==> config.mk <==
export PLATFORM = sky130hd
export DESIGN_NAME = kd_level
export DESIGN_NICKNAME = d
export VERILOG_FILES = /design/src/hw/kdtree_pkg.sv /design/src/hw/kd_level.sv
export VERILOG_INCLUDE_DIRS = /design/src /design/src/hw
export SDC_FILE = /design/constraint.sdc
export NUM_CORES = 1
export LEC_CHECK = 0
export ABC_AREA = 1
export BUFFER_PORTS_ARGS = -buffer_cell sky130_fd_sc_hd__buf_2
export CAP_MARGIN = 20
export CORE_AREA = 10 10 587 589
export DETAILED_ROUTE_END_ITERATION = 6
export DIE_AREA = 0 0 597 599
export GPL_ROUTABILITY_DRIVEN = 0
export PLACE_DENSITY = 0.3
export SLEW_MARGIN = 20
export SYNTH_ARGS = -nofsm -noshare
export SYNTH_HDL_FRONTEND = slang
export SYNTH_SLANG_ARGS = --single-unit
export TNS_END_PERCENT = 50
==> constraint.sdc <==
create_clock -name clk -period 3.9 [get_ports clk]
set_clock_uncertainty 0.05 [all_clocks]
set_input_delay 0.78 -clock clk [delete_from_list [all_inputs] [get_ports clk]]
set_output_delay 0.78 -clock clk [all_outputs]
set_load 0.01 [all_outputs]
==> src/hw/kdtree_consts.svh <==
// ---------------------------------------------------------------------------
// KD-tree leaf search constants
// Tree depth, node count, field widths and the Wishbone window base
// ---------------------------------------------------------------------------
`ifndef KDTREE_CONSTS_SVH
`define KDTREE_CONSTS_SVH

`define KD_DEPTH     6                // Internal levels, also search latency
`define KD_NODES     63               // Internal nodes, breadth-first order
`define KD_LEAF_W    6                // Leaf index width

`define KD_COMP_W    11               // One patch component, also median width
`define KD_NUM_COMP  5                // Components per patch
`define KD_PATCH_W   55               // Whole patch

`define KD_SEL_W     11               // Stored split index field
`define KD_NODE_W    22               // Node word, sel over median

`define KD_WB_BASE   32'h3000_0000    // Byte address of node 0
`define KD_HALF_BIT  21               // wbs_dat_i bit picking the high half

`endif

==> src/hw/kdtree_pkg.sv <==
// ---------------------------------------------------------------------------
// KD-tree search types
// Node word as struct and as raw union, patch array, lane pipeline word
// and the node table write request
// ---------------------------------------------------------------------------
`include "kdtree_consts.svh"

package kdtree_pkg;

  // Split index on top, median in the low half
  typedef struct packed {
    logic [`KD_SEL_W-1:0]  sel;       // Component index, above 4 acts as 4
    logic [`KD_COMP_W-1:0] median;
  } kd_node_t;

  // Loaders see raw halves, levels decode the fields
  typedef union packed {
    logic [`KD_NODE_W-1:0] raw;
    kd_node_t              f;
  } kd_node_u;

  // Component 0 sits in the low bits
  typedef logic [`KD_NUM_COMP-1:0][`KD_COMP_W-1:0] kd_patch_t;

  typedef struct packed {
    logic                  valid;
    kd_patch_t             patch;
    logic [`KD_LEAF_W-1:0] path;      // Direction bits so far, newest at bit 0
  } kd_lane_t;

  typedef struct packed {
    logic                  en;
    logic [`KD_LEAF_W-1:0] addr;      // Node number 0..62
    kd_node_u              data;
  } kd_wr_req_t;

endpackage

==> src/hw/kd_level.sv <==
// ---------------------------------------------------------------------------
// One tree level of one search lane
// Picks the node on the current path, compares the split component
// against the median and registers the lane with the new direction bit
// ---------------------------------------------------------------------------
`timescale 1ns/1ps
`include "kdtree_consts.svh"

module kd_level import kdtree_pkg::*; #(
  parameter int unsigned LEVEL = 0    // 0 is the root level
) (
  input  logic     clk,
  input  logic     rst_n,
  input  kd_lane_t lane_i,
  input  kd_node_u nodes_i [`KD_NODES],
  output kd_lane_t lane_o
);

  localparam int unsigned BASE = (1 << LEVEL) - 1;  // First node of this level

  logic [`KD_LEAF_W-1:0] node_idx;
  kd_node_u              node;
  logic [2:0]            comp_idx;
  logic [`KD_COMP_W-1:0] comp;
  logic                  dir;
  kd_lane_t              lane_q;

  // Path holds LEVEL bits so far, which is the position in the level
  assign node_idx = `KD_LEAF_W'(BASE) + lane_i.path;
  assign node     = nodes_i[node_idx];

  // sel above the last component clamps to it
  assign comp_idx = (node.f.sel > `KD_SEL_W'(`KD_NUM_COMP - 1))
                  ? 3'(`KD_NUM_COMP - 1) : node.f.sel[2:0];
  assign comp     = lane_i.patch[comp_idx];
  assign dir      = (comp >= node.f.median);   // Equal goes right

  always_ff @(posedge clk) begin
    if (!rst_n)
      lane_q.valid <= 1'b0;
    else
      lane_q.valid <= lane_i.valid;
  end

  always_ff @(posedge clk) begin
    lane_q.patch <= lane_i.patch;
    lane_q.path  <= {lane_i.path[`KD_LEAF_W-2:0], dir};  // Shift in from the bottom
  end

  assign lane_o = lane_q;

endmodule

Word-level counts from Yosys, hierarchy flattened
Index checks and enable logic that the tools add are counted.
- bits in registers: 62
- output and inout port bits: 62
- logic and storage cells: 18
- input bits: 1450
- multiplexer cells: 6
- bitwise gates (word level): 1
- magnitude comparators: 4
- operators by type and width (kind ; count):
    $bmux W22 S6 ; 1
    $mux W22 ; 2
    $bmux W11 S3 ; 1
    $ge A11 B11 Y1 ; 1
    $gt A11 B3 Y1 const B ; 1
    $mux W11 ; 1
    $ge A7 B7 Y1 const B ; 1
    $not A6 Y7 ; 1
    $lt A3 B4 Y1 const B ; 1
    $mux W3 ; 1

Longest topological paths before layout
- depth after elaboration: 9
- depth in mapped cells: 33
- gate-level depth less buffers: 32

Least setup slack after synthesis
No wires, ideal clock.
- path kind: input to register
- from: input lane_i[1] (netlist bit)
- to: register lane_q, in the netlist lane_o[0]
- stages on the path: 28
- buffers on the path: 5
- slack: 141 ps
- data required time: 3727 ps
- arrival time: 3586 ps
- library setup time: 123 ps
- cell sequence: buf_4 inv_2 buf_6 buf_6 buf_4 o21ai_0 o211ai_1 o211ai_1 nand3_1 nand3_2 nand2_2 nand2_4 buf_6 nand2_1 nand3_1 nand3_1 nand2_1 ha_1 a21boi_0 o21ai_0 a21boi_0 o21a_1 nor2_1 o21ai_0 nand2_1 nand2_1 a21oi_1 o21ai_0
- word-level cells in the longest chain between the ends: 9
- ends and longest elaborated chain (what ; RTL line ; text):
    from (decl) ; kd_level.sv:14 ; input kd_lane_t lane_i,
    $not A6 Y7 (implied by the code) * ; kd_level.sv:30 ; assign node = nodes_i[node_idx];
    $bmux W22 S6 * ; kd_level.sv:30 ;
    $mux W22 (implied by the code) * (2 in a row) ; kd_level.sv:30 ;
    $gt A11 B3 Y1 ; kd_level.sv:33 ; assign comp_idx = (node.f.sel > `KD_SEL_W'(`KD_NUM_COMP - 1))
    $mux W3 ; kd_level.sv:33 ;
    $bmux W11 S3 ; kd_level.sv:35 ; assign comp = lane_i.patch[comp_idx];
    $mux W11 (implied by the code) ; kd_level.sv:35 ;
    $ge A11 B11 Y1 * ; kd_level.sv:36 ; assign dir = (comp >= node.f.median);
    net dir ; kd_level.sv:25 ; logic dir;
    to (decl) ; kd_level.sv:26 ; kd_lane_t lane_q;
Mark *: on every way through the listed nets, which the timed path passes. The rest lies on a longest branch. The select of a mux whose other input is x is not followed.
A chain may end at the register's enable or synchronous reset.

Worst setup path in the final report
- from: input lane_i[0] (netlist bit)
- to: register lane_q, in the netlist lane_o[0]
Same word-level chain as after synthesis.

==> run metrics <==
dpl hpwl=242000 um; Req. time, crit path=4.11 ns; yosys warns=0; Die Ht=599 um; Seq cells post-synth=62; net count after synthesis=4195; CP startpoint kind=input pin; endpoints failing hold=0; max reg flops=62; status=finished with violations; Placeable Area=0.333 mm2; VDD IR max=0.000150 V; Synth area leader=o21ai_0; total track usage=14.0%; Max-slew headroom=43.7%; average size of a mapped cell=5.05 um2; clk buf depth=2; initial antenna violation count=260; final setup fails=1; root buffer cell=clkbuf_16; die area=0.358 mm2; Max Slew Vio Count=0; num ports=1512; TritonCTS clock tree=built; Least-Margin Pin Slew=0.835 ns; fraction of the yosys area taken by sequential cells=8.99%; Critical Path AT=4.64 ns; largest net degree at the start of global routing=46; top-area cell type share of the netlist area=18.2%; mapped cell area=0.0138 mm2; ys flop type=dfxtp_1; final net count=5955; DIE WIDTH=597 um; fin crit period=4.43 ns; Hold WC Path Type=input pin to register; PortBufs=1511; worst-path fanout max=26; RSZ-0062 raised after global routing=yes; top post-synthesis cells by area=o21ai_0, nor2_1, nand2_1; CTS Hold Bufs=0; PwrDens=167 mW/mm2; Vias=28161; initial DRC count=1626; crit end category=register; post-route cell area=0.0315 mm2; final WL=265000 um; Min Hold Slack=0.473 ns; async set or reset register ratio after synthesis=0%; CTS Sinks=62; Routed Antenna Nets=0; first-pass GRT wire length=327000 um; Final Instance Count excl. Fillers=8964; Placed Cells=8848; CTS Buf Count=9; fin crit share=114%; Fill cells=39879; FP Rows=212; Synth-to-Final Area Change=128%; number of remaining DRC errors=0; Routed wire per std cell=29.5 um; Initial DRT Pass Iterations=5; vias in the first global route=29768; Netlist cell types=42; Post-synth EDFFs=0; Max Cap Violations=0; Post-Synthesis Cells=2734; GRT overflow=0; post-route setup slack=-0.535 ns; Placed Area=0.0300 mm2; Vias/cell=3.14; WS Path Type=input pin to register; Reg clk slew, reported paths=0.08 ns; Peak Freq=225 MHz; failing checks=negative setup slack; Leak=14.3 nW; CTS H-tree depth=3; layout cells sized above 1=47.1%; Layout Utilization=9.46%; Initial Util=4.15%
==> cells in the mapped netlist, types with 13 or more instances <==
library cell,n
inv_1,105
buf_2,93
clkbuf_1,116
a21oi_1,110
nand2_1,505
buf_4,31
o22ai_1,155
nand4_1,23
o21ai_0,501
o211ai_1,33
nor2_1,628
a221oi_1,15
dfxtp_1,62
o221ai_1,46
nor3_1,13
nand3_1,190
==> cells by family (layout without fill, tap and decap cells) <==
family	after synthesis	after routing	synth area share [%]
AND/OR/NAND/NOR	1394	1394	41.0
AO/OA/AOI/OAI	903	903	37.1
buffers and inverters	364	2129	11.9
flip-flops	62	62	8.99
adder cells (fa/ha/maj)	11	11	0.997
other	0	78	0
==> area by class of cell <==
class	count	area [um2]	share of cell area (%)
Antenna cell	78	195	0.620
Inverter	111	463	1.47
Clock inverter	7	103	0.326
Timing Repair Buffer	2002	12400	39.4
Tap cell	4387	5490	17.4
Multi-Input combinational cell	2308	11300	36.0
Clock buffer	9	225	0.716
Sequential cell	62	1240	3.95
==> final timing paths <==
kind,start,end,cells past startpoint
setup / recovery,lane_i[0],lane_o[0]$_DFF_P_,23
hold / removal,lane_i[14],lane_o[14]$_DFF_P_,1
==> power breakdown <==
group	leakage, nW	switching, mW	internal (mW)	total (mW)
logic	13.6	2.08	1.54	3.62
clock network	0.163	0.392	0.570	0.962
registers	0.523	0.00717	0.669	0.676
total	14.3	2.47	2.78	5.26
==> placed cells by master, fill, tap and decap left out, drive strengths merged <==
cell     count
a21boi       3
a21oi      110
a221oi      15
a2bb2oi     10
a31oi        8
a32o         3
and2         1
and3         3
buf       1999
bufbuf       2
bufinv       2
clkbuf      10
clkinv       2
dfxtp       62
diode       78
ha          11
inv        114
nand2      508
nand3      192
nand3b      11
nand4       23
nor2       629
nor3        13
nor3b        1
o211ai      33
o21a         1
o21ai      512
o21bai       1
o221ai      46
o22ai      155
o31a         1
o31ai        1
o32ai        4
or2         13
==> metal layers <==
| metal | vias to the layer above | share of wire (%) | routed length [um] | global-route usage, % |
|---|---|---|---|---|
| met2 | 1532 | 53 | 140000 | 27.2 |
| met1 | 12988 | 36 | 94300 | 14.5 |
| met5 | - | 0.31 | 826 | 0 |
| met3 | 490 | 8.6 | 22900 | 4.70 |
| li1 | 13027 | - | - | - |
| met4 | 124 | 2.6 | 6800 | 2.49 |
==> critical path, cell delays in order <==
cell and delay, ns:
buf_16 0.15, inv_12 0.06, buf_16 0.16, buf_4 0.26, buf_4 0.21, o21ai_0 0.35
o22ai_1 0.19, buf_4 0.18, o21ai_0 0.15, buf_4 0.18, o22ai_1 0.08, buf_4 0.18
nand2_1 0.13, o21ai_0 0.10, a21oi_1 0.45, ha_1 0.32, o21a_1 0.11, nor2_2 0.10
o21ai_1 0.07, nand2_1 0.06, nand2_1 0.06, a21oi_2 0.12, o21ai_1 0.07
==> per-stage QoR <==
stage	setup slack (ns)	TNS [ns]	power, mW
5_1_grt	-0.728	-0.728	5.68
6_report	-0.535	-0.535	5.26
2_1_floorplan	0.141	0	1.80
4_1_cts	-0.664	-0.664	5.42
3_3_place_gp	-1.72	-1.72	4.35
3_5_place_dp	-1.59	-1.59	4.33
==> what timing repair did <==
action                     4_1_cts  5_1_grt
cloned                           4        0
pin swaps                       20       36
setup endpoints to repair        1        1
gates resized for setup         84       78
buffers inserted                15        5
Note: power is estimated with default switching activity, not from simulation.
