**config.mk**
```make
export PLATFORM = sky130hd
export DESIGN_NAME = node_store_arbiter
export DESIGN_NICKNAME = d
export VERILOG_FILES = /design/src/hw/kdtree_pkg.sv /design/src/hw/node_store_arbiter.sv
export VERILOG_INCLUDE_DIRS = /design/src /design/src/hw
export SDC_FILE = /design/constraint.sdc
export NUM_CORES = 2
export LEC_CHECK = 0
export CORE_AREA = 5 5 564 566
export CTS_BUF_LIST = sky130_fd_sc_hd__clkbuf_16
export DETAILED_ROUTE_END_ITERATION = 8
export DIE_AREA = 0 0 569 571
export DONT_BUFFER_PORTS = 1
export PLACE_DENSITY_LB_ADDON = 0.2
export RECOVER_POWER = 25
export SLEW_MARGIN = 10
export SYNTH_ARGS = -nofsm -noshare
export SYNTH_HDL_FRONTEND = slang
export SYNTH_SLANG_ARGS = --single-unit
```
**constraint.sdc**
```tcl
create_clock -name clk -period 5.8 [get_ports clk]
set_input_delay 1.74 -clock clk [delete_from_list [all_inputs] [get_ports clk]]
set_output_delay 1.74 -clock clk [all_outputs]
set_load 0.01 [all_outputs]
```
**src/hw/kdtree_consts.svh**
```systemverilog
// ---------------------------------------------------------------------------
// KD-tree leaf search constants
// Tree depth, node count, field widths and the Wishbone window base
// ---------------------------------------------------------------------------
`ifndef KDTREE_CONSTS_SVH
`define KDTREE_CONSTS_SVH

`define KD_DEPTH     6                // Internal levels, also search latency
`define KD_NODES     63               // Internal nodes, breadth-first order
`define KD_LEAF_W    6                // Leaf index width

`define KD_COMP_W    11               // One patch component, also median width
`define KD_NUM_COMP  5                // Components per patch
`define KD_PATCH_W   55               // Whole patch

`define KD_SEL_W     11               // Stored split index field
`define KD_NODE_W    22               // Node word, sel over median

`define KD_WB_BASE   32'h3000_0000    // Byte address of node 0
`define KD_HALF_BIT  21               // wbs_dat_i bit picking the high half

`endif

```
**src/hw/kdtree_pkg.sv**
```systemverilog
// ---------------------------------------------------------------------------
// KD-tree search types
// Node word as struct and as raw union, patch array, lane pipeline word
// and the node table write request
// ---------------------------------------------------------------------------
`include "kdtree_consts.svh"

package kdtree_pkg;

  // Split index on top, median in the low half
  typedef struct packed {
    logic [`KD_SEL_W-1:0]  sel;       // Component index, above 4 acts as 4
    logic [`KD_COMP_W-1:0] median;
  } kd_node_t;

  // Loaders see raw halves, levels decode the fields
  typedef union packed {
    logic [`KD_NODE_W-1:0] raw;
    kd_node_t              f;
  } kd_node_u;

  // Component 0 sits in the low bits
  typedef logic [`KD_NUM_COMP-1:0][`KD_COMP_W-1:0] kd_patch_t;

  typedef struct packed {
    logic                  valid;
    kd_patch_t             patch;
    logic [`KD_LEAF_W-1:0] path;      // Direction bits so far, newest at bit 0
  } kd_lane_t;

  typedef struct packed {
    logic                  en;
    logic [`KD_LEAF_W-1:0] addr;      // Node number 0..62
    kd_node_u              data;
  } kd_wr_req_t;

endpackage

```
**src/hw/node_store_arbiter.sv**
```systemverilog
// ---------------------------------------------------------------------------
// Node table with write arbiter
// 63 node words, Wishbone wins over the stream loader on a clash
// Combinational read port plus the whole table for the level stages
// ---------------------------------------------------------------------------
`timescale 1ns/1ps
`include "kdtree_consts.svh"

module node_store_arbiter import kdtree_pkg::*; (
  input  logic                  clk,
  input  logic                  rst_n,
  input  kd_wr_req_t            wb_req_i,
  input  kd_wr_req_t            stream_req_i,
  input  logic [`KD_LEAF_W-1:0] rd_addr_i,
  output kd_node_u              rd_data_o,
  output kd_node_u              nodes_o [`KD_NODES]
);

  kd_node_u   nodes_q [`KD_NODES];
  kd_wr_req_t win;                    // Request granted this cycle

  // Fixed priority, a clashing stream write is dropped
  assign win = wb_req_i.en ? wb_req_i : stream_req_i;

  always_ff @(posedge clk) begin
    if (!rst_n) begin
      for (int n = 0; n < `KD_NODES; n++) begin
        nodes_q[n] <= '0;
      end
    end else if (win.en && (win.addr < `KD_LEAF_W'(`KD_NODES))) begin
      nodes_q[win.addr] <= win.data;  // Address 63 has no node
    end
  end

  // Out of range read gives zero
  always_comb begin
    if (rd_addr_i < `KD_LEAF_W'(`KD_NODES))
      rd_data_o = nodes_q[rd_addr_i];
    else
      rd_data_o = '0;
  end

  assign nodes_o = nodes_q;

endmodule

```
After elaboration in Yosys (flattened, before gate mapping) --
Cells that the tools add are included.
Storage, ports and cells: bits in registers 1386, input port bits 66
Operators by class: order comparisons 5, multiplexer cells 8, bitwise operators 2, reductions and logical operators 2
Operators with widths (count):
- 1386-bit bitwise mux | 1
- 22-bit binary-select mux with 6-bit select | 1
- 22-bit demux with 6-bit select | 1
- 22-bit 2-to-1 mux | 4
- 29-bit 2-to-1 mux | 1
- 7-bit >= comparator, second input constant | 2
- 6-bit NOT with 7-bit output | 2
- 6-bit < comparator, second input constant | 2
- 7-bit by 1-bit < comparator with 1-bit output, second input constant | 1
- 1-bit logical AND | 2

Longest topological paths before layout --
depth after elaboration 7, mapped depth 10, gate-level depth less buffers 5

Worst setup path before layout --
Ideal clock, no wire load.
kind in2out, start in rd_addr_i[0], end out rd_data_o[10] (netlist name), arrival 3.626 ns, data required time 4.060 ns, slack 0.434 ns, stages 7, buffers on the path 4, cell sequence buf_2 buf_2 buf_2 buf_2 mux4_2 a221oi_1 a31oi_1
RTL lines:
- start, declared | RTL line node_store_arbiter.sv:14 | input logic [`KD_LEAF_W-1:0] rd_addr_i,
- end, declared | RTL line node_store_arbiter.sv:15 | output kd_node_u rd_data_o,

==> summary.txt <==
via count = 53700
share of post-route cells with drive strength above 1 = 0.214
cells on worst reg2reg path = 2
violations in the final reports = capacitance limit, slew limit, setup timing
Min-Delay Path Depth = 2
routed vias/inst = 5.16
status = finished with violations
area of the die = 325000 um^2
clock slew seen by the registers of the worst setup and hold paths = 50 ps
post-layout worst setup margin = -839 ps
max-slew violation count = 1050
RSZ-0062 raised after global routing = yes
number of buffers inserted by hold repair at cts = 0
critical path data arrival time = 4900 ps
count of flip-flops with a built-in enable after synthesis = 0
clock buffers created by TritonCTS = 177
synthesized netlist cell count = 6167
Seq/Total Area, Yosys = 0.455
CTS H-tree depth = 4
via count of the first global-routing pass = 48800
Worst Hold Class = flop to flop
sort of element at the start of the critical path = input port
critical register-to-register path endpoint = nodes_o[397]
number of primary I/O pins = 1474
maximum buffer depth of the clock tree = 4
clock tree sinks = 1386
Routed Antenna Nets = 0
Worst Hold Launch = nodes_o[770]
die height = 571 um
IR Drop Worst-Case VDD = 0.229 mV
die extent in x = 569 um
First DRT Iteration DRCs = 4939
area of the core = 313000 um^2
number of cell rows = 206
post-synthesis instance area = 61000 um^2
Mapped Avg Cell Area = 9.90 um^2
Worst Max-Slew Pin Slew = 2790 ps
count of unresolved DRC violations after routing = 0
post-route clock skew = 0 ps
total of warnings raised by yosys = 0
leading cell types in the layout, fill and taps excluded = 1386 x sky130_fd_sc_hd__dfxtp_1, 1079 x sky130_fd_sc_hd__nand2_1, 1034 x sky130_fd_sc_hd__o211a_1, 367 x sky130_fd_sc_hd__buf_4, 353 x sky130_fd_sc_hd__nand3_1
initial antenna violation count = 36
total cell area at the placement stage = 67800 um^2
most used flip-flop cell after synthesis = sky130_fd_sc_hd__dfxtp_1
most common library cell in the layout ignoring fill and taps = sky130_fd_sc_hd__dfxtp_1
Post-layout nets = 6169
Hold Violations, Final = 0
final instance area = 75700 um^2
total wire length = 438 mm
TritonCTS clock tree = yes
starting density of the core = 0.195
Routability Congestion = 0.931
Worst-Skew Late Latency = 810 ps
post-placement setup slack = -1210 ps
aggregate global routing overflow = 0
area growth from synthesis to final layout = 23.9%
total global-route track usage = 0.250
first-pass iteration count of the detailed router = 6
share of synthesized registers carrying an async set or reset = 0
setup violation total in the final timing report = 22
leakage power total = 38.0 nW
relative max-transition margin = -0.861
worst hold endpoint = nodes_o[770]
number of distinct library cells after synthesis = 49
period utilization = 1.14
critical path required time = 4060 ps
syn_nets = 6233
filler instances = 33400
type of the worst setup path = input port to output port
FF/Latch Area = 27700 um^2
maximum number of pins on one net before global-route repair = 1409
flip-flop count of the largest register, all copies and words added = 1386
largest fanout on the critical path = 318
final standard cell utilization of the core = 0.242
post-layout min period = 6640 ps
first-pass GRT wire length = 542 mm
Pwr Density = 301 nW/um^2
final routed wire length divided by cell count = 42.0 um
Max Fclk = 151 MHz
DPL Wire Length = 326 mm
CTS root buf = sky130_fd_sc_hd__clkbuf_16
multi-input logic area = 32600 um^2
critical register-to-register path startpoint = nodes_o[397]
number of buffers inserted by port buffering = 0
max_cap viols = 24
register-to-register path setup slack = 4650 ps
flip-flop and latch count after synthesis = 1386
element type at the critical path end = output port
metal layers:
layer | share of wire | wire, um | vias to the layer above | GRT usage
met5 | 0.000032 | 14 | - | 0
met4 | 0.046 | 19900 | 2 | 0.0867
met3 | 0.11 | 49700 | 572 | 0.111
met2 | 0.49 | 215000 | 2835 | 0.444
met1 | 0.35 | 153000 | 27600 | 0.261
li1 | - | - | 22700 | -
stage by stage:
step / setup TNS (ps) / power, mW / hold WS (ps) / std cells
after floorplan: 0 / 10.9 / 494 / 6167
after global placement: -15040 / 11.8 / 522 / 10000
after detailed placement: -15570 / 11.8 / 534 / 10000
after CTS: -1770 / 22.7 / 541 / 10400
after global routing: -7890 / 23.4 / 566 / 10400
final: -15710 / 22.7 / 541 / 10400
logic make-up after synthesis:
kind of cell	synth area share
AO/OA/AOI/OAI	0.237
buffers and inverters	0.0494
flip-flops	0.455
AND/OR/NAND/NOR	0.141
multiplexers	0.118
critical path, cell delays in order:
cell	delay (ps)
sky130_fd_sc_hd__mux4_2	1220
sky130_fd_sc_hd__mux2i_2	200
sky130_fd_sc_hd__buf_4	220
sky130_fd_sc_hd__o22ai_2	100
sky130_fd_sc_hd__nor4_4	230
sky130_fd_sc_hd__a21oi_4	140
sky130_fd_sc_hd__buf_6	160
Yosys cell counts (3+ instances only):
| cell | count | share of area |
|---|---|---|
| sky130_fd_sc_hd__a2111oi_0 | 13 | 0.0019 |
| sky130_fd_sc_hd__a211oi_1 | 75 | 0.0092 |
| sky130_fd_sc_hd__a21oi_1 | 24 | 0.0020 |
| sky130_fd_sc_hd__a221oi_1 | 22 | 0.0032 |
| sky130_fd_sc_hd__a22oi_1 | 21 | 0.0026 |
| sky130_fd_sc_hd__a311oi_1 | 22 | 0.0032 |
| sky130_fd_sc_hd__a31oi_1 | 20 | 0.0020 |
| sky130_fd_sc_hd__and3_1 | 3 | 0.00031 |
| sky130_fd_sc_hd__and3b_1 | 7 | 0.0010 |
| sky130_fd_sc_hd__and4b_1 | 20 | 0.0033 |
| sky130_fd_sc_hd__buf_1 | 36 | 0.0022 |
| sky130_fd_sc_hd__buf_2 | 183 | 0.015 |
| sky130_fd_sc_hd__buf_4 | 19 | 0.0023 |
| sky130_fd_sc_hd__clkbuf_1 | 480 | 0.030 |
| sky130_fd_sc_hd__dfxtp_1 | 1386 | 0.45 |
| sky130_fd_sc_hd__mux2_2 | 188 | 0.035 |
| sky130_fd_sc_hd__mux2i_1 | 146 | 0.024 |
| sky130_fd_sc_hd__mux4_2 | 161 | 0.059 |
| sky130_fd_sc_hd__nand2_1 | 1081 | 0.066 |
| sky130_fd_sc_hd__nand2b_1 | 50 | 0.0051 |
| sky130_fd_sc_hd__nand3_1 | 353 | 0.029 |
| sky130_fd_sc_hd__nand4_1 | 28 | 0.0029 |
| sky130_fd_sc_hd__nand4b_1 | 28 | 0.0040 |
| sky130_fd_sc_hd__nor2_1 | 28 | 0.0017 |
| sky130_fd_sc_hd__nor2_2 | 32 | 0.0033 |
| sky130_fd_sc_hd__nor2_4 | 8 | 0.0015 |
| sky130_fd_sc_hd__nor2b_1 | 62 | 0.0064 |
| sky130_fd_sc_hd__nor3_1 | 54 | 0.0044 |
| sky130_fd_sc_hd__nor3_4 | 7 | 0.0019 |
| sky130_fd_sc_hd__nor3b_1 | 5 | 0.00061 |
| sky130_fd_sc_hd__nor3b_2 | 4 | 0.00082 |
| sky130_fd_sc_hd__nor4_1 | 41 | 0.0042 |
| sky130_fd_sc_hd__o211a_1 | 1034 | 0.17 |
| sky130_fd_sc_hd__o21ai_0 | 348 | 0.029 |
| sky130_fd_sc_hd__o21ai_1 | 6 | 0.00049 |
| sky130_fd_sc_hd__o21ai_2 | 5 | 0.00072 |
| sky130_fd_sc_hd__o22ai_1 | 115 | 0.012 |
| sky130_fd_sc_hd__o22ai_2 | 6 | 0.0012 |
| sky130_fd_sc_hd__o31ai_1 | 4 | 0.00049 |
| sky130_fd_sc_hd__or2_2 | 31 | 0.0032 |
area by class of cell:
type,instances,area share
clock buffers,184,0.0609
diodes,21,0.000695
clock inverters,134,0.0122
flip-flops and latches,1386,0.367
multi-input cells,4061,0.432
well taps,4160,0.0688
repair buffers,477,0.0591
where the power goes:
part           total, mW  internal [mW]  switching (mW)
sequential          9.84           9.62           0.222
clock               10.8           6.16            4.64
combinational       2.10          0.644            1.46
total               22.7           16.4            6.32
what timing repair did:
action	CTS	global route
pin swaps	33	24
setup buffers	6	18
endpoints found under the setup margin	22	22
gates resized for setup	214	69
cloned	0	14
worst max path at each step:
stage | from | to | slack [ps] | cells after the start
final | rd_addr_i[1] | rd_data_o[19] | -840 | 7
after global routing | rd_addr_i[1] | rd_data_o[19] | -460 | 7
after CTS | rd_addr_i[0] | rd_data_o[15] | -170 | 6
after detailed placement | rd_addr_i[1] | rd_data_o[20] | -1210 | 10
after global placement | rd_addr_i[0] | rd_data_o[20] | -1130 | 8
after floorplan | rd_addr_i[0] | rd_data_o[10] | 430 | 7
(Power assumes the default switching activity.)
