--- config.mk ---
export PLATFORM = sky130hd
export DESIGN_NAME = wb_node_port
export DESIGN_NICKNAME = d
export VERILOG_FILES = /design/src/hw/kdtree_pkg.sv /design/src/hw/wb_node_port.sv
export VERILOG_INCLUDE_DIRS = /design/src /design/src/hw
export SDC_FILE = /design/constraint.sdc
export NUM_CORES = 1
export LEC_CHECK = 0
export BUFFER_PORTS_ARGS = -buffer_cell sky130_fd_sc_hd__buf_2
export CAP_MARGIN = 10
export CORE_UTILIZATION = 34
export CTS_CLUSTER_SIZE = 12
export DETAILED_ROUTE_END_ITERATION = 8
export GPL_ROUTABILITY_DRIVEN = 0
export PLACE_DENSITY = 0.92
export RECOVER_POWER = 50
export SETUP_SLACK_MARGIN = 0.4
export SLEW_MARGIN = 20
export SYNTH_ARGS = -nofsm -noshare
export SYNTH_HDL_FRONTEND = slang
export SYNTH_SLANG_ARGS = --single-unit
--- constraint.sdc ---
create_clock -name clk -period 3.3 [get_ports clk]
set_input_delay 0.66 -clock clk [delete_from_list [all_inputs] [get_ports clk]]
set_output_delay 0.66 -clock clk [all_outputs]
set_load 0.005 [all_outputs]
--- src/hw/kdtree_consts.svh ---
// ---------------------------------------------------------------------------
// KD-tree leaf search constants
// Tree depth, node count, field widths and the Wishbone window base
// ---------------------------------------------------------------------------
`ifndef KDTREE_CONSTS_SVH
`define KDTREE_CONSTS_SVH

`define KD_DEPTH     6                // Internal levels, also search latency
`define KD_NODES     63               // Internal nodes, breadth-first order
`define KD_LEAF_W    6                // Leaf index width

`define KD_COMP_W    11               // One patch component, also median width
`define KD_NUM_COMP  5                // Components per patch
`define KD_PATCH_W   55               // Whole patch

`define KD_SEL_W     11               // Stored split index field
`define KD_NODE_W    22               // Node word, sel over median

`define KD_WB_BASE   32'h3000_0000    // Byte address of node 0
`define KD_HALF_BIT  21               // wbs_dat_i bit picking the high half

`endif

--- src/hw/kdtree_pkg.sv ---
// ---------------------------------------------------------------------------
// KD-tree search types
// Node word as struct and as raw union, patch array, lane pipeline word
// and the node table write request
// ---------------------------------------------------------------------------
`include "kdtree_consts.svh"

package kdtree_pkg;

  // Split index on top, median in the low half
  typedef struct packed {
    logic [`KD_SEL_W-1:0]  sel;       // Component index, above 4 acts as 4
    logic [`KD_COMP_W-1:0] median;
  } kd_node_t;

  // Loaders see raw halves, levels decode the fields
  typedef union packed {
    logic [`KD_NODE_W-1:0] raw;
    kd_node_t              f;
  } kd_node_u;

  // Component 0 sits in the low bits
  typedef logic [`KD_NUM_COMP-1:0][`KD_COMP_W-1:0] kd_patch_t;

  typedef struct packed {
    logic                  valid;
    kd_patch_t             patch;
    logic [`KD_LEAF_W-1:0] path;      // Direction bits so far, newest at bit 0
  } kd_lane_t;

  typedef struct packed {
    logic                  en;
    logic [`KD_LEAF_W-1:0] addr;      // Node number 0..62
    kd_node_u              data;
  } kd_wr_req_t;

endpackage

--- src/hw/wb_node_port.sv ---
// ---------------------------------------------------------------------------
// Wishbone slave for the node table
// Node writes arrive as two halves: low half latched, high half commits
// Reads return one half of a node in the low bits, registered with ack
// ---------------------------------------------------------------------------
`timescale 1ns/1ps
`include "kdtree_consts.svh"

module wb_node_port import kdtree_pkg::*; (
  input  logic                  clk,
  input  logic                  rst_n,
  input  logic                  wbs_stb_i,
  input  logic                  wbs_cyc_i,
  input  logic                  wbs_we_i,
  input  logic [31:0]           wbs_dat_i,
  input  logic [31:0]           wbs_adr_i,
  output logic                  wbs_ack_o,
  output logic [31:0]           wbs_dat_o,
  output kd_wr_req_t            req_o,
  output logic [`KD_LEAF_W-1:0] rd_addr_o,
  input  kd_node_u              rd_data_i
);

  logic [31:0]           offset;      // Byte offset into the node window
  logic [`KD_LEAF_W-1:0] node_addr;
  logic                  start;       // First cycle of a transaction
  logic                  high_half;
  logic                  ack_q;
  logic [`KD_COMP_W-1:0] low_q;       // Low half waiting for its partner
  logic [`KD_COMP_W-1:0] rd_half;
  logic [31:0]           dat_q;

  assign offset    = wbs_adr_i - `KD_WB_BASE;
  assign node_addr = offset[`KD_LEAF_W+1:2];   // One word per node
  assign start     = wbs_stb_i && wbs_cyc_i && !ack_q;
  assign high_half = wbs_dat_i[`KD_HALF_BIT];

  // High half write commits the full node
  assign req_o.en       = start && wbs_we_i && high_half;
  assign req_o.addr     = node_addr;
  assign req_o.data.raw = {wbs_dat_i[`KD_COMP_W-1:0], low_q};

  assign rd_addr_o = node_addr;

  // Half select, same bit as on writes
  assign rd_half = high_half ? rd_data_i.raw[`KD_NODE_W-1:`KD_COMP_W]
                             : rd_data_i.raw[`KD_COMP_W-1:0];

  always_ff @(posedge clk) begin
    if (!rst_n)
      ack_q <= 1'b0;
    else
      ack_q <= start;                 // Single cycle, start masks itself
  end

  // Low half latch
  always_ff @(posedge clk) begin
    if (start && wbs_we_i && !high_half)
      low_q <= wbs_dat_i[`KD_COMP_W-1:0];
  end

  // Read data lines up with ack
  always_ff @(posedge clk) begin
    if (start && !wbs_we_i)
      dat_q <= {{(32-`KD_COMP_W){1'b0}}, rd_half};
  end

  assign wbs_ack_o = ack_q;
  assign wbs_dat_o = dat_q;

endmodule

# Word-level counts from Yosys, hierarchy flattened
# Cells that the tools add are included.
[classes]
n_addsub = 1
multipliers = 0
div_mod_pow = 0
n_lt_le_gt_ge = 0
n_eq_ne = 0
shift = 0
n_mux = 1
bitwise_logic = 0
reduce_logical = 9
[op_table]
columns = ["op", "n"]
rows = [
  ["$mux 11", 1],
  ["$sub 8x1->8 const B", 1],
  ["$logic_and 1x1->1", 6],
  ["$logic_not 1->1", 3],
]
[totals]
register_bits = 23
latchBits = 0
ram_bits = 0
rom_bits = 0
inputBits = 91
output_inout_bits = 68
word_cells = 14
n_memories = 0

# Longest topological paths before layout
# Gate-level depths: netlist of run 1.
[logic_depth]
depth_word = 4
ltp_mapped = 3
mapped_depth_nobuf = 2

# Worst setup path after synthesis of run 1
# OpenSTA, ideal clock, no wires.
[synth_timing]
kind = "input to register"
start = "input wbs_dat_i[21]"
end = "register low_q[0], enable pin"
setup_ns = 0.378
t_arrival_ns = 1.307
t_required_ns = 2.922
slack_ns = 1.615
stages = 2
path_buffers = 1
path_cell_list = "buf_6 -> nor2_1"
[synth_between]
elab_chain_len = 2
[synth_lines]
columns = ["item", "line", "source"]
rows = [
  ["start, declared", "wb_node_port.sv:15", "input logic [31:0] wbs_dat_i,"],
  ["$logic_not 1->1", "wb_node_port.sv:58", "if (start && wbs_we_i && !high_half)"],
  ["$logic_and 1x1->1", "wb_node_port.sv:58", ""],
  ["end signal, assigned", "wb_node_port.sv:59", "low_q <= wbs_dat_i[`KD_COMP_W-1:0];"],
  ["end, declared", "wb_node_port.sv:29", "logic [`KD_COMP_W-1:0] low_q;"],
]
# Every way passes these cells.
# A chain may end at the register's enable or synchronous reset.

==> reports/results.ini, run 1 <==
[die]
die_y_um = 61.9
core_sq_um = 3390
die_x_um = 61.9
start_util_pct = 36.0
fp-row-count = 21
ios = 159
die_area_sq_um = 3840

[hold_path]
worstHoldEndpoint = low_q[0]$_DFFE_PP_
hold_class = primary input to flop
min-delay-start = wbs_dat_i[0]
holdPathStages = 1

[detailed_routing]
drtIter0Drc = 7
antenna_left = 0
wl_per_cell_um = 10.7
wl_um = 1980
drtPass1Iterations = 4
drc_errors = 0
via_per_inst = 3.84
vias = 710

[timing]
hold_viol_final = 0
slew_headroom_pct = 42.8
period_needed_ns = 2.21
worst_pin_slew_ns = 0.855
clock_skew_ns = 0.0194
max_freq_mhz = 452
drv_slew = 0
fin_ws_ns = 1.09
min_period_over_period_pct = 67.0
rsz0062_at_grt = false
setup_violations = 0
fin_setup_tns_ns = 0

[synthesis]
synth.largest_area_cell = edfxtp_1
seq_area_frac_synth_pct = 55.7
ys.warnings.count = 0
synth.area.top_cells = edfxtp_1, buf_4, mux2_4, mux2_2, dfxtp_1
synth_edf_count = 22
postSynthCellCount = 87
synth.avg_cell_area_sq_um = 14.0
synthFlopType = edfxtp_1
synth_seq_cells = 23
async_flop_share_pct = 0
synth_top_area_share_pct = 54.1
syn_area_sq_um = 1220
synth_cell_types = 13

[cells_and_area]
antenna_cells = 0
multiInputGateArea_sq_um = 244
fin_nets = 231
fill_cells = 337
area_delta_synth_final_pct = 12.4
drive_gt1_share_pct = 54.7
regArea_sq_um = 681

[critical_path]
timing_worst_setup_path_type = primary input to primary output
worst-endpoint-required_ns = 2.64
worst-r2r-setup-slack_ns = 1.71
arrival_ns = 1.55
timing.rr.start = wbs_ack_o$_SDFF_PN0_
worstSetupEndpointType = primary output
worstSetupStartpointType = primary input
worstReg2RegEnd = low_q[6]$_DFFE_PP_
cp_max_fo = 13
worstRegToRegCells = 2

[power]
pwr_density_cell_nw_per_um2 = 378
swShare_pct = 21.5
p_int_mw = 0.407
sequentialPowerShare_pct = 63.6
clock_power_share_pct = 24.3
total_power_mw = 0.519
switchingPower_mw = 0.112
combPwrFrac_pct = 12.1
peakVddDrop_mv = 0.111
p_leak_nw = 0.645

[global_route]
grt_remaining_overflow = 0
use_met3_pct = 3.52
grt_pass1_wl_um = 2460
grt_max_degree = 14
grt_pass1_vias = 569
antenna_found_initial = 0
grt.busiest_layer = met2
use_met1_pct = 9.66
grt.total_usage_pct = 9.15
met2_usage_pct = 15.7

[placed_design]
io_buffers = 73
preCtsSetupSlack_ns = 1.29
dp_hpwl_um = 1600

[outcome]
status = complete, no violations

[run]
cap_violations = 0

[clock_tree]
ctsResizeCount = 0
post_cts_buffers = 0
cts_tree = done
cts_root_buffer = clkbuf_4
htreeDepth = 1
holdBufCountCts = 0
cts_num_sinks = 23
cts.path.max_buffers = 2
numCtsBuffers = 3
path_clk_slew_ns = 0.13
clk_latency_ns = 0.31

[layout make-up]
type / instances / share of cell area [%]
Timing Repair Buffer: 73 / 26.2
Tap cell: 46 / 4.19
Multi-Input combinational cell: 38 / 17.8
Clock buffer: 3 / 1.64
Sequential cell: 23 / 49.6
Clock inverter: 1 / 0.365
Inverter: 1 / 0.273
[cell families (layout without fill, tap and decap cells)]
| kind of cell | count (synthesis) | count (layout) | synth area share [%] |
|---|---|---|---|
| flops | 23 | 23 | 55.7 |
| buf+inv | 46 | 78 | 28.3 |
| simple gates | 6 | 6 | 3.07 |
| mux | 11 | 11 | 12.6 |
| other cells | 1 | 21 | 0.307 |
[critical path, stage by stage]
cell and delay [ns]:
clkbuf_1 0.56, inv_1 0.09, nor2_1 0.11, buf_2 0.12
[cell usage after synthesis (2+ instances only)]
| master | instances |
|---|---|
| buf_4 | 44 |
| nor2_1 | 2 |
| mux2_2 | 3 |
| edfxtp_1 | 22 |
| mux2_4 | 8 |
[flip-flops by register name, summed over array words and instances (netlist names)]
name,count
low_q,11
wbs_ack_o,1
wbs_dat_o,11
[cell usage in the layout, fill, tap and decap left out]
master	instances
buf_2	68
edfxtp_1	22
conb_1	21
mux2_1	7
clkbuf_1	5
mux2_2	3
clkbuf_4	3
nor2_1	2
mux2_4	1
nand4b_1	1
nor2b_1	1
and3b_1	1
inv_1	1
and3_1	1
clkinv_2	1
dfxtp_1	1
[metal layers]
metal	share of wire [%]	wire length (um)
met4	1.7	34
met1	35	701
met5	0	0
met2	52	1020
met3	11	220
[worst max path at each step]
stage	start	to	slack (ns)	depth (start not counted)
floorplan	wbs_dat_i[21]	low_q[0]$_DFFE_PP_	1.61	2
global placement	wbs_dat_i[21]	low_q[8]$_DFFE_PP_	1.35	2
detailed placement	wbs_dat_i[21]	low_q[8]$_DFFE_PP_	1.29	2
CTS	wbs_dat_i[21]	req_o[28]	1.35	4
global route	wbs_dat_i[21]	req_o[28]	0.96	4
finish	wbs_dat_i[21]	req_o[28]	1.09	4
[power groups by stage]
stage	logic, mW	registers [mW]	clock network [mW]
6_report	0.0626	0.330	0.126
5_1_grt	0.0729	0.331	0.137
4_1_cts	0.0711	0.330	0.127
3_5_place_dp	0.0707	0.337	0
3_3_place_gp	0.0686	0.337	0
2_1_floorplan	0.0694	0.338	0
[stage by stage]
| stage | area, sq um | utilization, % | std cells | hold WS [ns] |
|---|---|---|---|---|
| finish | 1370 | 40.5 | 185 | 0.526 |
| global route | 1370 | 40.5 | 185 | 0.519 |
| global placement | 1380 | 40.6 | 181 | 0.587 |
| floorplan | 1300 | - | 107 | 0.592 |
| detailed placement | 1380 | 40.6 | 181 | 0.607 |
| CTS | 1410 | 41.5 | 185 | 0.528 |
Note: power is estimated with default switching activity, not from simulation.
==> run 2, diff against run 1 <==
--- a/config.mk
+++ b/config.mk
@@ -8,11 +8,11 @@
 export LEC_CHECK = 0
 export BUFFER_PORTS_ARGS = -buffer_cell sky130_fd_sc_hd__buf_2
 export CAP_MARGIN = 10
-export CORE_UTILIZATION = 34
+export CORE_UTILIZATION = 31
 export CTS_CLUSTER_SIZE = 12
 export DETAILED_ROUTE_END_ITERATION = 8
 export GPL_ROUTABILITY_DRIVEN = 0
-export PLACE_DENSITY = 0.92
+export PLACE_DENSITY = 0.85
 export RECOVER_POWER = 50
 export SETUP_SLACK_MARGIN = 0.4
 export SLEW_MARGIN = 20
==> constraint.sdc (replaced) <==
create_clock -name clk -period 2.05 [get_ports clk]
set_input_delay 0.41 -clock clk [delete_from_list [all_inputs] [get_ports clk]]
set_output_delay 0.41 -clock clk [all_outputs]
set_load 0.005 [all_outputs]
==> reports/results.ini, run 2 (synthesized netlist as in run 1, its figures left out) <==
[critical_path]
worst-r2r-setup-slack_ns = 0.77
cp_cell_sequence = nand4b_1, nor2_1, buf_2
worst-endpoint-required_ns = 1.64
cp_max_fo = 3
cp_top_family = flip-flops
timing_worst_setup_path_type = flop to primary output
timing.rr.start = wbs_ack_o$_SDFF_PN0_
crit_path_max_incr_delay_ns = 0.33
crit_buf_inv = 1
worstRegToRegCells = 2
arrival_ns = 0.99
critPathSlowestCell = dfxtp_1
worstSetupEndpointType = primary output
startpoint = wbs_ack_o$_SDFF_PN0_
worstSetupStartpointType = flop
worstReg2RegEnd = wbs_dat_o[0]$_DFFE_PP_

[die]
die_area_sq_um = 4190
die_x_um = 64.8
ios = 159
die_y_um = 64.8
fp-row-count = 22
core_sq_um = 3720
start_util_pct = 32.9

[timing]
setup_violations = 0
clock_skew_ns = 0.00246
fin_setup_tns_ns = 0
hold_viol_final = 0
drv_slew = 0
min_period_over_period_pct = 68.2
rsz0062_at_grt = false
period_needed_ns = 1.40
max_freq_mhz = 715
fin_ws_ns = 0.651

[run]
cap_violations = 0

[detailed_routing]
drtIter0Drc = 47
antenna_left = 0
drc_errors = 0
wl_um = 1830
vias = 709
wl_per_cell_um = 9.72
drtPass1Iterations = 4
via_per_inst = 3.77

[cells_and_area]
final_cell_mix = buf_2, edfxtp_1, conb_1
fin_nets = 232
area_delta_synth_final_pct = 14.4
final_common_cell = buf_2
drive_gt1_share_pct = 52.9
stdcell_area_sq_um = 1400
fill_cells = 371
antenna_cells = 0

[hold_path]
min-delay-start = wbs_dat_i[10]
worstHoldEndpoint = low_q[10]$_DFFE_PP_
holdPathStages = 1
hold_class = primary input to flop

[outcome]
status = complete, no violations

[clock_tree]
htreeDepth = 1
post_cts_buffers = 0
numCtsBuffers = 3
cts.path.max_buffers = 2
cts_num_sinks = 23
cts_root_buffer = clkbuf_8
clk_latency_ns = 0.25
cts_tree = done
path_clk_slew_ns = 0.07
holdBufCountCts = 0
ctsResizeCount = 0

[global_route]
antenna_found_initial = 0
grt_pass1_vias = 572
grt_remaining_overflow = 0
grt_max_degree = 14
grt_pass1_wl_um = 2470
grt.total_usage_pct = 8.01

[placed_design]
dp_hpwl_um = 1490
io_buffers = 73
preCtsSetupSlack_ns = 0.581
placed_cell_area_sq_um = 1390

[power]
p_leak_nw = 0.651
pwr_density_cell_nw_per_um2 = 639
peakVddDrop_mv = 0.189

## run 2: changes by cell type in the layout (fill, tap and decap cells not counted), sizes merged
cell and change:
clkbuf +7, buf -6
## run 2: cell type report
type | count | area, sq um | area share, %
Multi-Input combinational cell | 38 | 244 | 17.5
Clock inverter | 1 | 5.00 | 0.358
Sequential cell | 23 | 681 | 48.7
Clock buffer | 3 | 41.3 | 2.95
Tap cell | 48 | 60.1 | 4.30
Inverter | 1 | 3.75 | 0.269
Timing Repair Buffer | 74 | 363 | 26.0
## run 2: report_power, final
group,internal (mW),switching (mW)
Sequential,0.529,0.00235
Combinational,0.0535,0.0479
Clock,0.135,0.125
Total,0.718,0.175
## run 2: per-layer routing
layer	global-route usage, %	wire [um]	vias to the layer above	share of wire [%]
li1	-	-	337	-
met1	7.98	677	314	37
met2	14.6	920	54	50
met3	1.23	191	4	10
met4	6.39	38	0	2.1
met5	0	0	-	0
## run 2: how the worst max path moves through the flow
stage,to,cells after the start
after floorplan,low_q[0]$_DFFE_PP_,2
after CTS,req_o[28],4
final,req_o[28],3
after detailed placement,wbs_dat_o[10]$_DFFE_PP_,3
after global placement,wbs_dat_o[9]$_DFFE_PP_,3
after global routing,req_o[28],3
## run 2: through the flow
stage	total power [mW]	util [%]	hold slack, ns	std cells
final	0.893	37.6	0.340	188
after global routing	0.938	37.6	0.324	188
after global placement	0.653	37.3	0.589	184
after CTS	0.913	38.6	0.335	188
after detailed placement	0.657	37.3	0.601	184
after floorplan	0.656	-	0.509	107
