$ cat config.mk
export PLATFORM = sky130hd
export DESIGN_NAME = node_stream_loader
export DESIGN_NICKNAME = d
export VERILOG_FILES = /design/src/hw/kdtree_pkg.sv /design/src/hw/node_stream_loader.sv
export VERILOG_INCLUDE_DIRS = /design/src /design/src/hw
export SDC_FILE = /design/constraint.sdc
export NUM_CORES = 1
export LEC_CHECK = 0
export BUFFER_PORTS_ARGS = -buffer_cell sky130_fd_sc_hd__buf_2
export CORE_MARGIN = 5
export CORE_UTILIZATION = 33
export CTS_CLUSTER_DIAMETER = 30
export DETAILED_ROUTE_END_ITERATION = 10
export GPL_TIMING_DRIVEN = 0
export PLACE_DENSITY = 0.76
export RECOVER_POWER = 100
export SYNTH_ARGS = -nofsm -noshare
export SYNTH_HDL_FRONTEND = slang
export SYNTH_SLANG_ARGS = --single-unit
$ cat constraint.sdc
create_clock -name clk -period 2.1 [get_ports clk]
set_clock_uncertainty 0.05 [all_clocks]
set_input_delay 0.21 -clock clk [delete_from_list [all_inputs] [get_ports clk]]
set_output_delay 0.21 -clock clk [all_outputs]
set_load 0.05 [all_outputs]
$ cat src/hw/kdtree_consts.svh
// ---------------------------------------------------------------------------
// KD-tree leaf search constants
// Tree depth, node count, field widths and the Wishbone window base
// ---------------------------------------------------------------------------
`ifndef KDTREE_CONSTS_SVH
`define KDTREE_CONSTS_SVH

`define KD_DEPTH     6                // Internal levels, also search latency
`define KD_NODES     63               // Internal nodes, breadth-first order
`define KD_LEAF_W    6                // Leaf index width

`define KD_COMP_W    11               // One patch component, also median width
`define KD_NUM_COMP  5                // Components per patch
`define KD_PATCH_W   55               // Whole patch

`define KD_SEL_W     11               // Stored split index field
`define KD_NODE_W    22               // Node word, sel over median

`define KD_WB_BASE   32'h3000_0000    // Byte address of node 0
`define KD_HALF_BIT  21               // wbs_dat_i bit picking the high half

`endif

$ cat src/hw/kdtree_pkg.sv
// ---------------------------------------------------------------------------
// KD-tree search types
// Node word as struct and as raw union, patch array, lane pipeline word
// and the node table write request
// ---------------------------------------------------------------------------
`include "kdtree_consts.svh"

package kdtree_pkg;

  // Split index on top, median in the low half
  typedef struct packed {
    logic [`KD_SEL_W-1:0]  sel;       // Component index, above 4 acts as 4
    logic [`KD_COMP_W-1:0] median;
  } kd_node_t;

  // Loaders see raw halves, levels decode the fields
  typedef union packed {
    logic [`KD_NODE_W-1:0] raw;
    kd_node_t              f;
  } kd_node_u;

  // Component 0 sits in the low bits
  typedef logic [`KD_NUM_COMP-1:0][`KD_COMP_W-1:0] kd_patch_t;

  typedef struct packed {
    logic                  valid;
    kd_patch_t             patch;
    logic [`KD_LEAF_W-1:0] path;      // Direction bits so far, newest at bit 0
  } kd_lane_t;

  typedef struct packed {
    logic                  en;
    logic [`KD_LEAF_W-1:0] addr;      // Node number 0..62
    kd_node_u              data;
  } kd_wr_req_t;

endpackage

$ cat src/hw/node_stream_loader.sv
// ---------------------------------------------------------------------------
// Stream node loader
// Turns sender strobes into writes to consecutive nodes, wrapping at the
// last node
// ---------------------------------------------------------------------------
`timescale 1ns/1ps
`include "kdtree_consts.svh"

module node_stream_loader import kdtree_pkg::*; (
  input  logic       clk,
  input  logic       rst_n,
  input  logic       wb_mode_i,       // Wishbone owns loading when high
  input  logic       load_enable_i,
  input  logic       sender_valid_i,
  input  kd_node_u   sender_data_i,
  output kd_wr_req_t req_o
);

  logic [`KD_LEAF_W-1:0] addr_q;      // Next node to write
  logic                  fire;

  assign fire = sender_valid_i && load_enable_i && !wb_mode_i;

  // Request is combinational, the table takes it at the next edge
  assign req_o.en   = fire;
  assign req_o.addr = addr_q;
  assign req_o.data = sender_data_i;

  always_ff @(posedge clk) begin
    if (!rst_n) begin
      addr_q <= '0;
    end else if (fire) begin
      if (addr_q == `KD_LEAF_W'(`KD_NODES - 1))
        addr_q <= '0;                 // Wrap from 62 back to the root
      else
        addr_q <= addr_q + 1'b1;
    end
  end

endmodule

Word level (Yosys, flattened, before mapping)
Index checks and enable logic that the tools add are counted.
- register bits: 6
- output and inout bits: 29
- add/subtract/negate cells: 1
- eq/ne operators: 1
- mux-type cells: 1
- reduce and logical (&&, ||, !) cells: 3
- operators by type and width (operator ; number):
    $add 6x1->6 const B ; 1
    $eq 6x6->1 const B ; 1
    $mux 6 ; 1
    $logic_and 1x1->1 ; 2
    $logic_not 1->1 ; 1

Longest topological paths before layout
Gate-level depths: netlist of the first run.
- depth after elaboration: 2
- depth in mapped cells: 5

Least setup slack after synthesis of the first run
OpenSTA, ideal clock, no wires.
- kind: reg-to-reg
- from: reg addr_q[0]
- to: reg addr_q[0]
- library setup time: 59 ps
- data arrival time: 1755 ps
- data required time: 1991 ps
- setup slack: 235 ps
- cell stages (with the launch flop): 6
- clock period less this slack: 1865 ps
- cell sequence: dfxtp_1 inv_1 ha_1 and4_1 a2111oi_0 a31o_2
- longest elaborated chain between the ends: 2
- ends and longest elaborated chain (what ; RTL line ; text):
    start, declared ; node_stream_loader.sv:19 ; logic [`KD_LEAF_W-1:0] addr_q;
    start signal, assigned ; node_stream_loader.sv:36 ; addr_q <= addr_q + 1'b1;
    $add 6x1->6 or $eq 6x6->1 (tied branches) ; node_stream_loader.sv:36, node_stream_loader.sv:33 ;
    $mux 6 (*) ; node_stream_loader.sv:33 ; if (addr_q == `KD_LEAF_W'(`KD_NODES - 1))
Mark *: on every way between the ends. The rest lies on a longest branch, timed or not.
A chain may end at the register's enable or synchronous reset.

Worst setup path after layout of the first run
Ends and elaborated chain as after synthesis.

==> results of run 1 <==
## how the worst max path moves through the flow
stage,cells after the start,startpoint,slack [ns],end
after detailed placement,5,addr_q[0],0.48,addr_q[0]
after floorplan,5,addr_q[0],0.24,addr_q[0]
after CTS,5,addr_q[0],0.46,addr_q[0]
final,5,addr_q[0],0.46,addr_q[0]
after global routing,5,addr_q[0],0.34,addr_q[0]
after global placement,5,addr_q[0],0.48,addr_q[0]
## synth_stat cells
cell type,n,area share
a2111oi_0,1,0.017
a211o_2,1,0.020
a21o_2,1,0.017
a21oi_1,4,0.039
a31o_2,1,0.017
and3_1,1,0.012
and4_1,1,0.017
buf_4,23,0.34
dfxtp_1,6,0.23
ha_1,2,0.049
inv_1,3,0.022
nand2_1,4,0.029
nand3_1,1,0.0098
nand3b_1,2,0.029
nand4b_2,1,0.029
nor2_1,2,0.015
o2111a_1,1,0.022
o211a_1,1,0.020
o221a_2,1,0.022
o22ai_1,1,0.012
o31ai_1,1,0.015
or4_1,1,0.015
## cell families (layout without fill, tap and decap cells)
| kind of cell | count (synthesis) | count (layout) | share of synthesized area |
|---|---|---|---|
| AO/OA/AOI/OAI | 13 | 13 | 0.2005 |
| adder cells (fa/ha/maj) | 2 | 2 | 0.04889 |
| buffers and inverters | 26 | 62 | 0.3594 |
| flip-flops | 6 | 6 | 0.2347 |
| AND/OR/NAND/NOR | 13 | 13 | 0.1565 |
## power breakdown
part	internal, W	total (W)	switching, W
clock	0.0000646	0.000106	0.0000409
sequential	0.000116	0.000118	0.00000272
combinational	0.0000408	0.000147	0.000106
total	0.000221	0.000371	0.000150
## worst max-delay path: stages (launching register included)
cell and delay, ns:
dfxtp_1 0.47, inv_1 0.08, ha_1 0.22, and4_1 0.24, a2111oi_0 0.39, a31o_2 0.16
## layer usage
| metal | track usage | vias to the layer above | part of all wire |
|---|---|---|---|
| met5 | 0 | - | 0 |
| met4 | 0.06550 | 0 | 0.020 |
| met3 | 0.07645 | 5 | 0.20 |
| met2 | 0.1373 | 43 | 0.42 |
| met1 | 0.1156 | 233 | 0.36 |
| li1 | - | 265 | - |
## cell type report
type,instances,area share
plain buffers,23,0.2551
clock buffers,3,0.03327
inverters,3,0.01664
multi-input cells,28,0.2976
flip-flops and latches,6,0.1774
well taps,16,0.02957
repair buffers,33,0.1904
## per-stage QoR
step | power, W | util
floorplan | 0.0002472 | -
CTS | 0.0003832 | 0.4832
global route | 0.0003904 | 0.4546
finish | 0.0003706 | 0.4546
global placement | 0.0002739 | 0.4681
detailed placement | 0.0002749 | 0.4681
==> impl_results.md, run 1 <==
- Status: complete, no violations
- Final period utilization: 0.7833
- Largest net degree at the start of global routing: 9
- CP Launch Type: flop
- Post-CTS setup buffer count: 0
- Congestion Overflow GR: 0
- Ratio of cells with drive above 1 in the final layout: 0.3542
- Placer's final routability congestion estimate: 0.7439
- Syn Area/Cell: 8.529 um^2
- Worst Path Max Fanout: 8
- Total Nets Final: 127
- Max Clock Freq: 607.9 MHz
- Die area: 2438 um^2
- I/O pin count: 56
- Starting density of the core: 0.3437
- PD cells: 547.6 nW/um^2
- Antenna Cells: 0
- Min-Delay Path Class: in -> reg
- Arrival time worst endpoint: 1.79 ns
- Initial antenna violation count: 0
- Leak Pwr: 0.3157 nW
- Max reg flops: 6
- WL per Instance: 11.32 um
- Clock Sinks: 6
- DP Worst Slack: 0.4799 ns
- Post-Syn Nets: 89
- Crit path kind: reg -> reg
- Tot GR Track Use: 0.1038
- R2r endpoint: addr_q[0]
- Area Overhead vs Synth: 32.27%
- Most frequent cells in the layout: 29 x clkbuf_1, 23 x buf_4, 6 x dfxtp_1
- Htree depth: 1
- Worst-Skew Late Latency: 0.24 ns
- Fin area: 676.9 um^2
- Peak supply drop: 0.2406 mV
- Hold Slack: 0.2013 ns
- Leading cell type in the layout, fill and taps excluded: clkbuf_1
- Setup violators final: 0
- DR iter-0 viols: 3
- CP endpoint kind: flop
- Vias per cell: 4.875
- DRC viols: 0
- Max_slew headroom: 0.5992
- Worst R2R Path Depth: 5
- Top reg by flops: addr_q
- Mapped Area: 511.7 um^2
- Die span in x: 49.38 um
- R2r setup slk: 0.46 ns
- Min setup slack post-route: 0.4550 ns
- Vias in the first global route: 478
- TritonCTS clock tree: yes
- Root Driver: clkbuf_4
- HPWL after DPL: 1045 um
- Fill count: 173
- Regs by FF count: addr_q x6
- Reg2reg start: addr_q[0]
- Pre-antenna DRT Iters: 5
- Hold_sp: rst_n
- Vias: 546
- Slew @ Worst Pin: 0.6038 ns
- Clk pin slew, worst setup/hold paths: 0.04 ns
- Unrepaired setup endpoints after global routing: false
- Netlist cell types: 22
- Area of the multi-input gates: 201.4 um^2
- Clock Path Buffers: 2
- TNS Setup: 0 ns
- Sequential area share after synthesis: 0.2347
- #FFs+latches synth: 6
- Dpl cells: 109
- Hold buffer count at CTS: 0
- Hold endpoint: addr_q[2]
- Tmin final: 1.645 ns
- Post_cts resized: 0
- Mapped Cells: 60
- First-pass GRT wire length: 1918 um
- Seq. cell area: 120.1 um^2
- Required @ worst endpoint: 2.24 ns
- Antenna viol nets, final: 0
- MaxCap Viol Count: 0
- Core area: 1489 um^2
- Synth warn: 0
- Number of buffers created by CTS: 3
- Die height: 49.38 um
- Slew Limit Fails: 0
- Final WL: 1268 um
- Non-Filler Instances: 112
- Num rows: 14
- Cell area after placement: 696.9 um^2
- I/O Buffers: 33
- Hold path cells: 2
- Hold Fails Final Rpt: 0
Power figures use the tool's default switching activity.
==> inputs of run 2 (changes only) <==
CORE_UTILIZATION = 30   (was 33)
PLACE_DENSITY = 0.73   (was 0.76)
clock period = 1.4 ns   (was 2.1 ns; I/O delays follow)
==> impl_results.md, run 2 (synthesized netlist as in run 1, its figures left out) <==
- Status: complete, no violations
- Pre-antenna DRT Iters: 4
- Clock Sinks: 6
- I/O Buffers: 33
- PD cells: 769.5 nW/um^2
- Crit. Startpoint: addr_q[1]
- Worst-Skew Late Latency: 0.25 ns
- I/O pin count: 56
- MaxCap Viol Count: 0
- Antenna Cells: 0
- Core area: 1670 um^2
- Initial antenna violation count: 0
- Crit path kind: reg -> reg
- Tot GR Track Use: 0.09703
- Clock Path Buffers: 2
- Leak Pwr: 0.3716 nW
- Unrepaired setup endpoints after global routing: false
- Root Driver: clkbuf_4
- Most frequent cells in the layout: 23 x buf_4, 22 x clkbuf_1, 8 x clkbuf_2
- R2r setup slk: 0.08 ns
- Final period utilization: 0.9444
- HPWL after DPL: 1089 um
- Congestion Overflow GR: 0
- Setup violators final: 0
- Slew Limit Fails: 0
- Area Overhead vs Synth: 44.50%
- Max Clock Freq: 756.4 MHz
- CP endpoint kind: flop
- Min-Delay Path Class: in -> reg
- Final WL: 1338 um
- Placer's final routability congestion estimate: 0.7719
- Required @ worst endpoint: 1.54 ns
- Worst Path Max Fanout: 7
- Die area: 2632 um^2
- Top reg by flops: addr_q
- Total Nets Final: 128
- Worst R2R Path Depth: 4
- CP Launch Type: flop
- Arrival time worst endpoint: 1.46 ns
- WL per Instance: 11.74 um
- Ratio of cells with drive above 1 in the final layout: 0.5361
- Hold Fails Final Rpt: 0
- Fill count: 187
- Tmin final: 1.322 ns
- Starting density of the core: 0.3064
- Num rows: 15
- Vias: 528
- Clk pin slew, worst setup/hold paths: 0.05 ns
- Max reg flops: 6
- TNS Setup: 0 ns
- Htree depth: 1
- Reg2reg start: addr_q[1]
- Number of buffers created by CTS: 3
- Max_slew headroom: 0.6033
- R2r endpoint: addr_q[0]
- Leading cell type in the layout, fill and taps excluded: buf_4
- Hold Slack: 0.1238 ns
- Vias per cell: 4.632
- TritonCTS clock tree: yes
- Largest net degree at the start of global routing: 9
- Regs by FF count: addr_q x6
- Hold buffer count at CTS: 0
- First-pass GRT wire length: 1897 um
- Die height: 51.30 um
- Vias in the first global route: 451
- Slew @ Worst Pin: 0.5977 ns
- DRC viols: 0
- Peak supply drop: 0.2869 mV
- DR iter-0 viols: 8
- Antenna viol nets, final: 0
- Die span in x: 51.30 um
- Critical path endpoint: addr_q[0]
==> run 2: cell types whose count changed in the layout (fill, tap and decap cells not counted), sizes merged <==
cell | before | now
clkbuf | 32 | 33
==> run 2: stage by stage <==
step | instances | total power (W) | setup WS [ns] | util | cell area [um^2]
final | 114 | 0.0005690 | 0.07789 | 0.4427 | 739.5
after global routing | 114 | 0.0006003 | 0.03387 | 0.4427 | 739.5
after CTS | 113 | 0.0005833 | 0.03192 | 0.4509 | 753.2
after detailed placement | 110 | 0.0004135 | 0.05521 | 0.4375 | 730.7
after global placement | 110 | 0.0004119 | 0.08191 | 0.4375 | 730.7
after floorplan | 60 | 0.0003714 | -0.01025 | - | 544.3
==> run 2: layer usage <==
layer,global-route usage,share of wire
met1,0.1195,0.40
met4,0.05240,0
met2,0.1438,0.46
met5,0,0
met3,0.03790,0.14
==> run 2: worst max-delay path: stages, from the launching register on <==
cell and delay [ns]:
dfxtp_2 0.36, ha_4 0.18, and4_4 0.20, a2111oi_2 0.31, a31o_2 0.16
==> run 2: cell type report <==
| type | instances | area, um^2 | area share |
|---|---|---|---|
| Sequential cell | 6 | 131.4 | 0.1777 |
| Inverter | 3 | 11.26 | 0.01523 |
| Multi-Input combinational cell | 28 | 237.7 | 0.3215 |
| Clock buffer | 3 | 22.52 | 0.03046 |
| Tap cell | 17 | 21.27 | 0.02876 |
| Timing Repair Buffer | 34 | 142.6 | 0.1929 |
| Buffer | 23 | 172.7 | 0.2335 |
==> run 2: how the worst min path moves through the flow <==
stage               startpoint  slack, ns  cells past startpoint         to
floorplan                rst_n       0.21                      1  addr_q[2]
detailed placement       rst_n       0.38                      2  addr_q[2]
global placement         rst_n       0.38                      2  addr_q[2]
global route             rst_n       0.12                      2  addr_q[2]
finish                   rst_n       0.12                      2  addr_q[2]
CTS                      rst_n       0.12                      2  addr_q[2]
==> run 2: power by group <==
group          leakage [nW]  internal (W)  total, W  switching [W]
logic                 0.306     0.0000652  0.000231       0.000166
clock network        0.0138     0.0000973  0.000165      0.0000679
registers            0.0515      0.000171  0.000172     0.00000195
total                 0.372      0.000333  0.000569       0.000236
==> run 2: repair_timing <==
item	in CTS	in global routing
endpoints found under the setup margin	0	2
resized for setup	0	1
buffers inserted	0	1
==> inputs of run 3 (changes only) <==
CORE_UTILIZATION = 33   (was 30)
PLACE_DENSITY = 0.76   (was 0.73)
clock period = 1.5 ns   (was 1.4 ns; I/O delays follow)
==> impl_results.md, run 3 (synthesized netlist as in run 1, its figures left out) <==
- Status: complete, no violations
- Crit. Startpoint: addr_q[1]
- Vias: 561
- Fin util: 0.4899
- Peak supply drop: 0.4393 mV
- Reg2reg start: addr_q[0]
- Arrival time worst endpoint: 1.21 ns
- Final period utilization: 0.9381
- Slew Limit Fails: 0
- Min-Delay Path Class: in -> reg
- Hold buffer count at CTS: 0
- TritonCTS clock tree: yes
- Worst-Skew Late Latency: 0.25 ns
- Worst-path cell chain: clkbuf_1
- Total Nets Final: 130
- Overall power: 0.0005514 W
- Root Driver: clkbuf_4
- Setup violators final: 0
- Num rows: 14
- Largest stage delay, worst path: 0.50 ns
- Crit path depth: 1
- Die span in x: 49.38 um
- Top reg by flops: addr_q
- Unrepaired setup endpoints after global routing: false
- CP max-delay cell: clkbuf_1
- Tot GR Track Use: 0.1162
- CP Launch Type: flop
- HPWL after DPL: 1075 um
- Max Clock Freq: 710.7 MHz
- Most frequent cells in the layout: 26 x buf_4, 26 x clkbuf_1
- Clk pin slew, worst setup/hold paths: 0.06 ns
- Crit path kind: reg -> out
- DR iter-0 viols: 5
- Buf/Inv on CP: 1
- Worst Path Max Fanout: 7
- Placer's final routability congestion estimate: 0.7637
- Slew @ Worst Pin: 0.5989 ns
- Final WL: 1363 um
- Critical path endpoint: req_o[23]
- R2r setup slk: 0.11 ns
- Leak Pwr: 0.3625 nW
- Congestion Overflow GR: 0
- Starting density of the core: 0.3437
- Tmin final: 1.407 ns
- Vias in the first global route: 539
- Max reg flops: 6
- I/O pin count: 56
- R2r endpoint: addr_q[1]
- DRC viols: 0
- Die height: 49.38 um
- Antenna Cells: 0
- Hold Fails Final Rpt: 0
- Htree depth: 1
- TNS Setup: 0 ns
- Die area: 2438 um^2
- First-pass GRT wire length: 2235 um
- Core area: 1489 um^2
- Antenna viol nets, final: 0
- Max_slew headroom: 0.6025
- I/O Buffers: 33
- CP delay by family, top: buffers and inverters
- Largest net degree at the start of global routing: 9
- Required @ worst endpoint: 1.30 ns
- Pre-antenna DRT Iters: 4
- Initial antenna violation count: 0
- PD cells: 755.9 nW/um^2
- Ratio of cells with drive above 1 in the final layout: 0.4700
- Area Overhead vs Synth: 42.54%
- Regs by FF count: addr_q x6
- Vias per cell: 4.836
- Worst R2R Path Depth: 5
- Clock Sinks: 6
- MaxCap Viol Count: 0
- WL per Instance: 11.75 um
- Clock Path Buffers: 2
- Number of buffers created by CTS: 3
- CP endpoint kind: primary output
-- run 3: changes by cell type in the layout (fill, tap and decap cells not counted), sizes merged --
cell	previous run	this run
buf	27	30
-- run 3: power by group --
part	total, W	switching (W)	internal [W]
sequential	0.000163	0.00000263	0.000161
combinational	0.000215	0.000152	0.0000633
clock	0.000173	0.0000711	0.000102
total	0.000551	0.000226	0.000326
-- run 3: metal layers --
| metal | part of all wire | GRT usage | vias up |
|---|---|---|---|
| met5 | 0 | 0 | - |
| met4 | 0.0066 | 0.07860 | 0 |
| met3 | 0.15 | 0.04281 | 2 |
| met2 | 0.48 | 0.1803 | 37 |
| met1 | 0.36 | 0.1303 | 249 |
| li1 | - | - | 273 |
-- run 3: worst min path at each step --
stage           from   endpoint  cells past startpoint
6_report       rst_n  addr_q[2]                      2
5_1_grt        rst_n  addr_q[2]                      2
4_1_cts        rst_n  addr_q[2]                      2
3_5_place_dp   rst_n  addr_q[2]                      2
3_3_place_gp   rst_n  addr_q[2]                      2
2_1_floorplan  rst_n  addr_q[2]                      1
-- run 3: layout make-up --
cell class / count / area, um^2
plain buffers: 23 / 172.7
clock buffers: 4 / 26.28
fillers: 149 / 759.5
inverters: 3 / 11.26
multi-input cells: 28 / 216.5
flip-flops and latches: 6 / 126.4
well taps: 16 / 20.02
repair buffers: 36 / 156.4
-- run 3: worst reg2reg max path, delay by kind of cell, from the launching register on --
family / cells / cell delay [ns]
flops: 1 / 0.36
buf+inv: 1 / 0.04
fa+ha+maj: 1 / 0.22
compound gates: 2 / 0.44
simple gates: 1 / 0.21
-- run 3: timing repair --
action | 4_1_cts | 5_1_grt
resized for setup | 0 | 1
setup buffers | 0 | 3
setup endpoints to repair | 0 | 2
-- run 3: metrics by stage --
step	cell area (um^2)	hold slack, ns	setup slack, ns	std cells
floorplan	525.5	0.2260	0.005055	60
global placement	710.7	0.3902	0.07806	109
detailed placement	710.7	0.3874	0.05393	109
CTS	737.0	0.1201	0.03456	113
global route	729.5	0.1309	0.02087	116
finish	729.5	0.1301	0.09289	116
